$ cat src/common/uart_defs.svh
`ifndef UART_DEFS_SVH
`define UART_DEFS_SVH

// clk_uart cycles per serial bit
// 16 gives 1.5625 Mbaud from a 25 MHz clock
`define UART_BIT_CYCLES 16

// rx bit counter runs down from UART_BIT_CYCLES-1 to 0
// so these sit at 1/4, 1/2 and 3/4 of the bit
`define UART_SAMPLE_1 (`UART_BIT_CYCLES * 3 / 4 - 1)
`define UART_SAMPLE_2 (`UART_BIT_CYCLES / 2 - 1)
`define UART_SAMPLE_3 (`UART_BIT_CYCLES / 4 - 1)

// data bits per frame without parity
`define UART_DATA_BITS 8

`endif

$ cat src/common/uart_host_pkg.sv
`default_nettype none

package uart_host_pkg;

`include "uart_defs.svh"

    typedef enum logic [1:0] {
        OP_SEND   = 2'd0,
        OP_READ   = 2'd1,  // read clears the rx flags
        OP_STATUS = 2'd2
    } host_op_t;

    typedef struct packed {
        host_op_t                   op;
        logic [`UART_DATA_BITS-1:0] wdata;
    } host_req_t;

    typedef struct packed {
        logic rx_valid;
        logic frame_err;
        logic overrun;
        logic tx_busy;
    } uart_status_t;

    typedef struct packed {
        logic [`UART_DATA_BITS-1:0] rdata;
        uart_status_t               status;
    } host_rsp_t;

endpackage

`default_nettype wire

$ cat src/common/uart_line_pkg.sv
`default_nettype none

package uart_line_pkg;

`include "uart_defs.svh"

    typedef enum logic [2:0] {
        RX_IDLE,
        RX_WAIT,       // count out one bit while sampling
        RX_START_CHK,
        RX_SHIFT,
        RX_STOP_CHK
    } rx_state_t;

    typedef enum logic [1:0] {
        TX_IDLE,
        TX_START,
        TX_DATA,
        TX_STOP
    } tx_state_t;

    typedef struct packed {
        logic [`UART_DATA_BITS-1:0] data;
        logic                       frame_err;  // stop bit sampled low
    } rx_frame_t;

endpackage

`default_nettype wire

$ cat src/hw/uart_ctrl.sv
`timescale 1ns/100ps
`default_nettype none

module uart_ctrl (
    input  wire logic                      clk_uart,
    input  wire logic                      rst_n,
    input  wire logic                      req,
    input  wire uart_host_pkg::host_req_t  host_req,
    output logic                           ack,
    output uart_host_pkg::host_rsp_t       host_rsp,
    input  wire uart_line_pkg::rx_frame_t  rx_frame,
    input  wire logic                      rx_valid,
    output logic [7:0]                     tx_data,
    output logic                           tx_start,
    input  wire logic                      tx_busy
);

    typedef enum logic [1:0] {IDLE, EXEC, WAIT_TX, ACK} ctrl_state_t;

    ctrl_state_t                 state;
    uart_host_pkg::host_req_t    req_q;
    uart_host_pkg::uart_status_t status;
    logic [7:0]                  hold;
    logic                        rx_full;
    logic                        ferr;
    logic                        ovr;
    logic                        rsp_go;
    logic                        send_go;
    logic                        rd_clr;
    logic                        rx_take;

    assign status = '{rx_valid: rx_full, frame_err: ferr, overrun: ovr, tx_busy: tx_busy};
    assign tx_data = req_q.wdata;

    // SEND holds here until the transmitter is free
    assign rsp_go  = (state == EXEC || state == WAIT_TX) &&
                     (req_q.op != uart_host_pkg::OP_SEND || !tx_busy);
    assign send_go = rsp_go && (req_q.op == uart_host_pkg::OP_SEND);
    assign rd_clr  = rsp_go && (req_q.op == uart_host_pkg::OP_READ);
    assign rx_take = rx_valid && (!rx_full || rd_clr);  // a read frees the slot this cycle

    always_ff @(posedge clk_uart or negedge rst_n) begin
        if (!rst_n) begin
            state    <= IDLE;
            ack      <= 1'b0;
            tx_start <= 1'b0;
        end else begin
            tx_start <= 1'b0;
            case (state)
                IDLE:    if (req) state <= EXEC;
                EXEC, WAIT_TX: begin
                    if (rsp_go) begin
                        state    <= ACK;
                        ack      <= 1'b1;
                        tx_start <= send_go;
                    end else begin
                        state <= WAIT_TX;
                    end
                end
                ACK: begin
                    if (!req) begin
                        state <= IDLE;
                        ack   <= 1'b0;
                    end
                end
                default: state <= IDLE;
            endcase
        end
    end

    always_ff @(posedge clk_uart or negedge rst_n) begin
        if (!rst_n) begin
            rx_full <= 1'b0;
            ferr    <= 1'b0;
            ovr     <= 1'b0;
        end else begin
            if (rd_clr) begin
                rx_full <= 1'b0;
                ferr    <= 1'b0;
                ovr     <= 1'b0;
            end
            if (rx_take) begin
                rx_full <= 1'b1;
                ferr    <= rx_frame.frame_err;
            end else if (rx_valid) begin
                ovr <= 1'b1;  // new byte dropped
            end
        end
    end

    always_ff @(posedge clk_uart) begin
        if (state == IDLE && req) begin
            req_q <= host_req;
        end
        if (rx_take) begin
            hold <= rx_frame.data;
        end
        if (rsp_go) begin
            host_rsp.rdata  <= (req_q.op == uart_host_pkg::OP_SEND) ? 8'h00 : hold;
            host_rsp.status <= status;
        end
    end

endmodule

`default_nettype wire

$ cat src/hw/uart_top.sv
`timescale 1ns/100ps
`default_nettype none

module uart_top (
    input  wire logic                     clk_uart,
    input  wire logic                     rst_n,
    input  wire logic                     req,
    input  wire uart_host_pkg::host_req_t host_req,
    output logic                          ack,
    output uart_host_pkg::host_rsp_t      host_rsp,
    input  wire logic                     rxd,
    output logic                          txd
);

    uart_line_pkg::rx_frame_t rx_frame;
    logic                     rx_valid;
    logic [7:0]               tx_data;
    logic                     tx_start;
    logic                     tx_busy;

    uart_ctrl u_ctrl (
        .clk_uart (clk_uart),
        .rst_n    (rst_n),
        .req      (req),
        .host_req (host_req),
        .ack      (ack),
        .host_rsp (host_rsp),
        .rx_frame (rx_frame),
        .rx_valid (rx_valid),
        .tx_data  (tx_data),
        .tx_start (tx_start),
        .tx_busy  (tx_busy)
    );

    uart_rx u_rx (
        .clk_uart (clk_uart),
        .rst_n    (rst_n),
        .rxd      (rxd),       // async pin synchronized inside uart_rx
        .rx_frame (rx_frame),
        .rx_valid (rx_valid)
    );

    uart_tx u_tx (
        .clk_uart (clk_uart),
        .rst_n    (rst_n),
        .tx_data  (tx_data),
        .tx_start (tx_start),
        .tx_busy  (tx_busy),
        .txd      (txd)
    );

endmodule

`default_nettype wire

$ cat src/uart/uart_rx.sv
`timescale 1ns/100ps
`default_nettype none

`include "uart_defs.svh"

module uart_rx (
    input  wire logic                clk_uart,
    input  wire logic                rst_n,
    input  wire logic                rxd,
    output uart_line_pkg::rx_frame_t rx_frame,
    output logic                     rx_valid
);

    localparam int CNT_W = $clog2(`UART_BIT_CYCLES);
    localparam int IDX_W = $clog2(`UART_DATA_BITS);

    uart_line_pkg::rx_state_t   state;
    uart_line_pkg::rx_state_t   next_state;
    logic                       rxd_meta;
    logic                       rxd_sync;
    logic [CNT_W-1:0]           cnt;
    logic [IDX_W-1:0]           bit_idx;
    logic [2:0]                 samples;
    logic [`UART_DATA_BITS-1:0] shreg;
    logic                       vote;
    logic                       bit_end;
    logic                       sample_hit;

    always_ff @(posedge clk_uart or negedge rst_n) begin
        if (!rst_n) begin
            rxd_meta <= 1'b1;  // line idles high
            rxd_sync <= 1'b1;
        end else begin
            rxd_meta <= rxd;
            rxd_sync <= rxd_meta;
        end
    end

    // 2 of 3
    assign vote = (samples[0] & samples[1]) |
                  (samples[1] & samples[2]) |
                  (samples[0] & samples[2]);

    assign bit_end    = (cnt == '0);
    assign sample_hit = (state != uart_line_pkg::RX_IDLE) &&
                        ((cnt == CNT_W'(`UART_SAMPLE_1)) ||
                         (cnt == CNT_W'(`UART_SAMPLE_2)) ||
                         (cnt == CNT_W'(`UART_SAMPLE_3)));

    always_ff @(posedge clk_uart or negedge rst_n) begin
        if (!rst_n) begin
            state      <= uart_line_pkg::RX_IDLE;
            next_state <= uart_line_pkg::RX_IDLE;
            cnt        <= CNT_W'(`UART_BIT_CYCLES - 1);
            bit_idx    <= '0;
            rx_valid   <= 1'b0;
        end else begin
            rx_valid <= 1'b0;

            // free-running per bit once a start edge is seen
            if (state == uart_line_pkg::RX_IDLE && rxd_sync) begin
                cnt <= CNT_W'(`UART_BIT_CYCLES - 1);
            end else if (bit_end) begin
                cnt <= CNT_W'(`UART_BIT_CYCLES - 1);
            end else begin
                cnt <= cnt - 1'b1;
            end

            case (state)
                uart_line_pkg::RX_IDLE: begin
                    if (!rxd_sync) begin
                        state      <= uart_line_pkg::RX_WAIT;
                        next_state <= uart_line_pkg::RX_START_CHK;
                    end
                end
                uart_line_pkg::RX_WAIT: begin
                    if (bit_end) begin
                        state <= next_state;
                    end
                end
                uart_line_pkg::RX_START_CHK: begin
                    if (vote) begin
                        state <= uart_line_pkg::RX_IDLE;  // glitch rather than a start bit
                    end else begin
                        state      <= uart_line_pkg::RX_WAIT;
                        next_state <= uart_line_pkg::RX_SHIFT;
                        bit_idx    <= '0;
                    end
                end
                uart_line_pkg::RX_SHIFT: begin
                    state   <= uart_line_pkg::RX_WAIT;
                    bit_idx <= bit_idx + 1'b1;
                    if (bit_idx == IDX_W'(`UART_DATA_BITS - 1)) begin
                        next_state <= uart_line_pkg::RX_STOP_CHK;
                    end
                end
                uart_line_pkg::RX_STOP_CHK: begin
                    rx_valid <= 1'b1;  // delivered even on a bad stop bit
                    state    <= uart_line_pkg::RX_IDLE;
                end
                default: state <= uart_line_pkg::RX_IDLE;
            endcase
        end
    end

    always_ff @(posedge clk_uart) begin
        if (sample_hit) begin
            samples <= {samples[1:0], rxd_sync};
        end
        if (state == uart_line_pkg::RX_SHIFT) begin
            shreg <= {vote, shreg[`UART_DATA_BITS-1:1]};  // lsb first
        end
        if (state == uart_line_pkg::RX_STOP_CHK) begin
            rx_frame.data      <= shreg;
            rx_frame.frame_err <= ~vote;
        end
    end

endmodule

`default_nettype wire

$ cat src/uart/uart_tx.sv
`timescale 1ns/100ps
`default_nettype none

`include "uart_defs.svh"

module uart_tx (
    input  wire logic                       clk_uart,
    input  wire logic                       rst_n,
    input  wire logic [`UART_DATA_BITS-1:0] tx_data,
    input  wire logic                       tx_start,
    output logic                            tx_busy,
    output logic                            txd
);

    localparam int CNT_W = $clog2(`UART_BIT_CYCLES);
    localparam int IDX_W = $clog2(`UART_DATA_BITS);

    uart_line_pkg::tx_state_t   state;
    logic [CNT_W-1:0]           cnt;
    logic [IDX_W-1:0]           bit_idx;
    logic [`UART_DATA_BITS-1:0] shreg;
    logic                       bit_end;

    assign bit_end = (cnt == '0);
    assign tx_busy = (state != uart_line_pkg::TX_IDLE);

    always_ff @(posedge clk_uart or negedge rst_n) begin
        if (!rst_n) begin
            state   <= uart_line_pkg::TX_IDLE;
            cnt     <= '0;
            bit_idx <= '0;
            txd     <= 1'b1;
        end else begin
            if (state != uart_line_pkg::TX_IDLE) begin
                cnt <= bit_end ? CNT_W'(`UART_BIT_CYCLES - 1) : cnt - 1'b1;
            end

            case (state)
                uart_line_pkg::TX_IDLE: begin
                    if (tx_start) begin
                        state <= uart_line_pkg::TX_START;
                        cnt   <= CNT_W'(`UART_BIT_CYCLES - 1);
                        txd   <= 1'b0;  // start bit
                    end
                end
                uart_line_pkg::TX_START: begin
                    if (bit_end) begin
                        state   <= uart_line_pkg::TX_DATA;
                        bit_idx <= '0;
                        txd     <= shreg[0];
                    end
                end
                uart_line_pkg::TX_DATA: begin
                    if (bit_end) begin
                        if (bit_idx == IDX_W'(`UART_DATA_BITS - 1)) begin
                            state <= uart_line_pkg::TX_STOP;
                            txd   <= 1'b1;
                        end else begin
                            bit_idx <= bit_idx + 1'b1;
                            txd     <= shreg[0];
                        end
                    end
                end
                uart_line_pkg::TX_STOP: begin
                    if (bit_end) begin
                        state <= uart_line_pkg::TX_IDLE;
                    end
                end
                default: state <= uart_line_pkg::TX_IDLE;
            endcase
        end
    end

    always_ff @(posedge clk_uart) begin
        if (state == uart_line_pkg::TX_IDLE && tx_start) begin
            shreg <= tx_data;
        end else if (bit_end && (state == uart_line_pkg::TX_START ||
                                 state == uart_line_pkg::TX_DATA)) begin
            shreg <= shreg >> 1;  // next bit into [0]
        end
    end

endmodule

`default_nettype wire
$ cat config.mk
export PLATFORM = sky130hd
export DESIGN_NAME = uart_top
export DESIGN_NICKNAME = d
export VERILOG_FILES = /design/src/common/uart_host_pkg.sv /design/src/common/uart_line_pkg.sv /design/src/hw/uart_ctrl.sv /design/src/hw/uart_top.sv /design/src/uart/uart_rx.sv /design/src/uart/uart_tx.sv
export VERILOG_INCLUDE_DIRS = /design/src /design/src/common
export SDC_FILE = /design/constraint.sdc
export NUM_CORES = 1
export LEC_CHECK = 0
export BUFFER_PORTS_ARGS = -buffer_cell sky130_fd_sc_hd__clkbuf_2
export CORE_ASPECT_RATIO = 0.8
export CORE_MARGIN = 2
export CORE_UTILIZATION = 55
export CTS_BUF_LIST = sky130_fd_sc_hd__clkbuf_2 sky130_fd_sc_hd__clkbuf_4 sky130_fd_sc_hd__clkbuf_8
export CTS_CLUSTER_SIZE = 8
export DETAILED_ROUTE_END_ITERATION = 16
export PLACE_DENSITY = 0.76
export SYNTH_ARGS = -nofsm -noshare
export SYNTH_HDL_FRONTEND = slang
export SYNTH_SLANG_ARGS = --single-unit
export TNS_END_PERCENT = 50
$ cat constraint.sdc
create_clock -name clk_uart -period 4.5 [get_ports clk_uart]
set_input_delay 0.225 -clock clk_uart [delete_from_list [all_inputs] [get_ports clk_uart]]
set_output_delay 0.225 -clock clk_uart [all_outputs]
set_load 0.02 [all_outputs]
==> summary.txt <==
Hold path startpoint: host_req[4]
Final worst slack: 2.499 ns
Routed WL: 5354 um
ANT cells: 0
Slew headroom: 44.56%
Design area: 0.004068 mm2
CTS root buf: clkbuf_8
Layout area overhead: 13.00%
Maximum clock insertion buffer count: 2
Largest cells by area after synthesis: edfxtp_1, dfrtp_1, dfstp_2, ha_1, nand2_1
Post-route setup TNS: 0 ns
Die area: 0.007212 mm2
Top cell type's share of synthesized area: 48.38%
WS Path Type: flip-flop to flip-flop
Commonest non-fill, non-tap cell in the layout: edfxtp_1
Area after DPL: 0.003832 mm2
Worst Skew: 0.01046 ns
Hold slack: 0.05564 ns
Initial Utilization: 56.75%
Via-to-Cell Ratio: 5.201
Layout cells sized above 1: 21.02%
Combinational power share: 26.6%
Compound-cell area share of the yosys netlist: 7.334%
Post-layout util: 64.12%
Placer Congestion: 0.7660
Synthesized area: 0.003600 mm2
Unique masters post-synth: 40
Final period util: 44.47%
CORE AREA: 0.006344 mm2
Switch share: 31.37%
First-pass GRT wire length: 8735 um
Drt pass-1 iters: 4
Flop pwr share: 50.0%
Syn Area/Cell: 14.28 um2
Post-synth EDFFs: 58
Std cell rows: 26
Crit path max fanout: 13
Switching power: 0.7821 mW
DRC viols: 0
Power Density: 612.9 mW/mm2
Post-Synth Simple-Gate Area: 10.60%
Placed cell count: 361
Clock power share: 23.4%
Leakage power: 1.677 nW
GR Util All Layers: 16.09%
Synth Instances: 252
CTS H-Tree Depth: 3
Tot Pwr: 2.493 mW
Pre-CTS WS: 2.526 ns
Final ANT Viol Nets: 0
Largest net degree at the start of global routing: 34
Mux contribution to synthesized area: 2.815%
Register area: 0.002576 mm2
Max-slew violations: 0
CTS tree: built
Worst Tran Pin Value: 0.8315 ns
Synthesized Nets: 280
Initial antenna violation count: 0
Crit path time final: 2.001 ns
Reg2reg start: u_tx.state[0]$_DFFE_PN0P_
Area of the multi-input gates: 940.9 um2
Adder-cell share of the synthesized area: 5.144%
Clk_lat worst skew: 0.35 ns
Data required time of the critical path: 4.72 ns
Crit path launch type: flip-flop
Seq/Total Area, Yosys: 71.57%
Fillers: 449
Via count: 1,971
Chip width: 94.45 um
DRT iter0 DRCs: 102
Io pins: 28
Critical path capture point type: flip-flop
Post-synth top flop: edfxtp_1
Synth warn: 0
Most frequent cells in the layout: edfxtp_1, nand2_1, clkbuf_2
Largest family of logic cells by synthesized area: simple AND/OR/NAND/NOR gates
CTS Sinks: 91
Post-Synth XOR/XNOR Area: 0.2433%
FF+latch count, synth: 91
Crit path DAT: 2.22 ns
Post-CTS Setup Bufs: 0
Status: complete, no violations
Endpoints failing setup: 0
Hold Path Class: input pin to flip-flop
RSZ-0062 raised after global routing: no
TritonCTS Buffers: 9
Drt wl/cell: 14.13 um
Int Power: 1.711 mW
Die height: 76.36 um
Post-Layout Cell Count: 379
Clock-pin slew on the worst setup and hold paths: 0.08 ns
Port-buffer cells: 27
Total gr overflow: 0
Crit path launch: u_tx.state[0]$_DFFE_PN0P_
Vias in the first global route: 1,834
Maxcap violations: 0
Peak VDD IR: 0.2139 mV
Final-report hold violation count: 0
Async S/R FF share, synth: 36.26%
Final HPWL DP: 3630 um
Post-synth top area cell: edfxtp_1
Count of nets after finishing: 318
Max Clk Rate: 0.4997 GHz
## cell type report
class	count	share of cell area [%]
clock buffer	12	3.599
clock inverter	4	1.692
inverter	18	1.661
multi-input combinational	140	23.13
sequential	91	63.33
tap	84	2.584
timing repair buffer	30	3.999
## sequential cells by signal, indices dropped and copies added (netlist names), 4 cells and up
name and flops:
u_ctrl.hold 8, u_ctrl.host_rsp 12, u_ctrl.tx_data 8, u_rx.cnt 4, u_rx.rx_frame 9, u_rx.shreg 8
u_tx.cnt 4, u_tx.shreg 8
## routing by layer
metal / wire length (um) / GRT usage [%]
met5: 0 / 0
met4: 58 / 4.783
met3: 326 / 6.034
met2: 2341 / 22.36
met1: 2627 / 23.91
## power groups by stage
stage               logic (mW)  clock network, mW  registers (mW)
floorplan                0.427                  0            1.31
global placement         0.639                  0            1.25
detailed placement       0.666                  0            1.26
CTS                      0.670              0.593            1.25
global route             0.744              0.632            1.27
finish                   0.662              0.584            1.25
## kinds of logic after synthesis
| kind of cell | count (synthesis) |
|---|---|
| AO/OA/AOI/OAI | 40 |
| flip-flops | 91 |
| XOR/XNOR | 1 |
| adder cells (fa/ha/maj) | 15 |
| buffers and inverters | 21 |
| AND/OR/NAND/NOR | 75 |
| multiplexers | 9 |
## worst max-delay path, cell delays in order (launching register included)
cell,delay [ns]
dfrtp_1,0.40
inv_1,0.09
ha_1,0.31
o31ai_1,0.45
inv_1,0.36
nor2_1,0.18
o22ai_1,0.10
## path summary, 6_finish.rpt
kind                                               end  slack, ns  cells after the start
max in group asynchronous  u_rx.bit_idx[2]$_DFFE_PN0P_       3.46                      2
min in group asynchronous        u_tx.cnt[3]$_DFF_PN0_       0.50                      2
setup / recovery                u_ctrl.ack$_DFFE_PN0P_       2.50                      6
hold / removal             u_ctrl.tx_data[4]$_DFFE_PP_       0.06                      1
hold reg to reg                u_rx.rxd_sync$_DFF_PN1_       0.36                      0
setup reg to reg                u_ctrl.ack$_DFFE_PN0P_       2.50                      6
## synthesized netlist by cell type (all sizes together) (3+ instances only)
master and n:
ha 14, mux2 9, a22o 5, nor2 11, and2 4, o21ai 12, a21oi 11, nor3 5
buf 3, nand2b 7, edfxtp 58, dfrtp 26, dfstp 7, nor2b 9, inv 18, nand2 29
## repair_timing
action	CTS	global route
endpoints found under the hold margin	10	0
hold buffers	2	0
resized for setup	0	0
(Power assumes the default switching activity.)
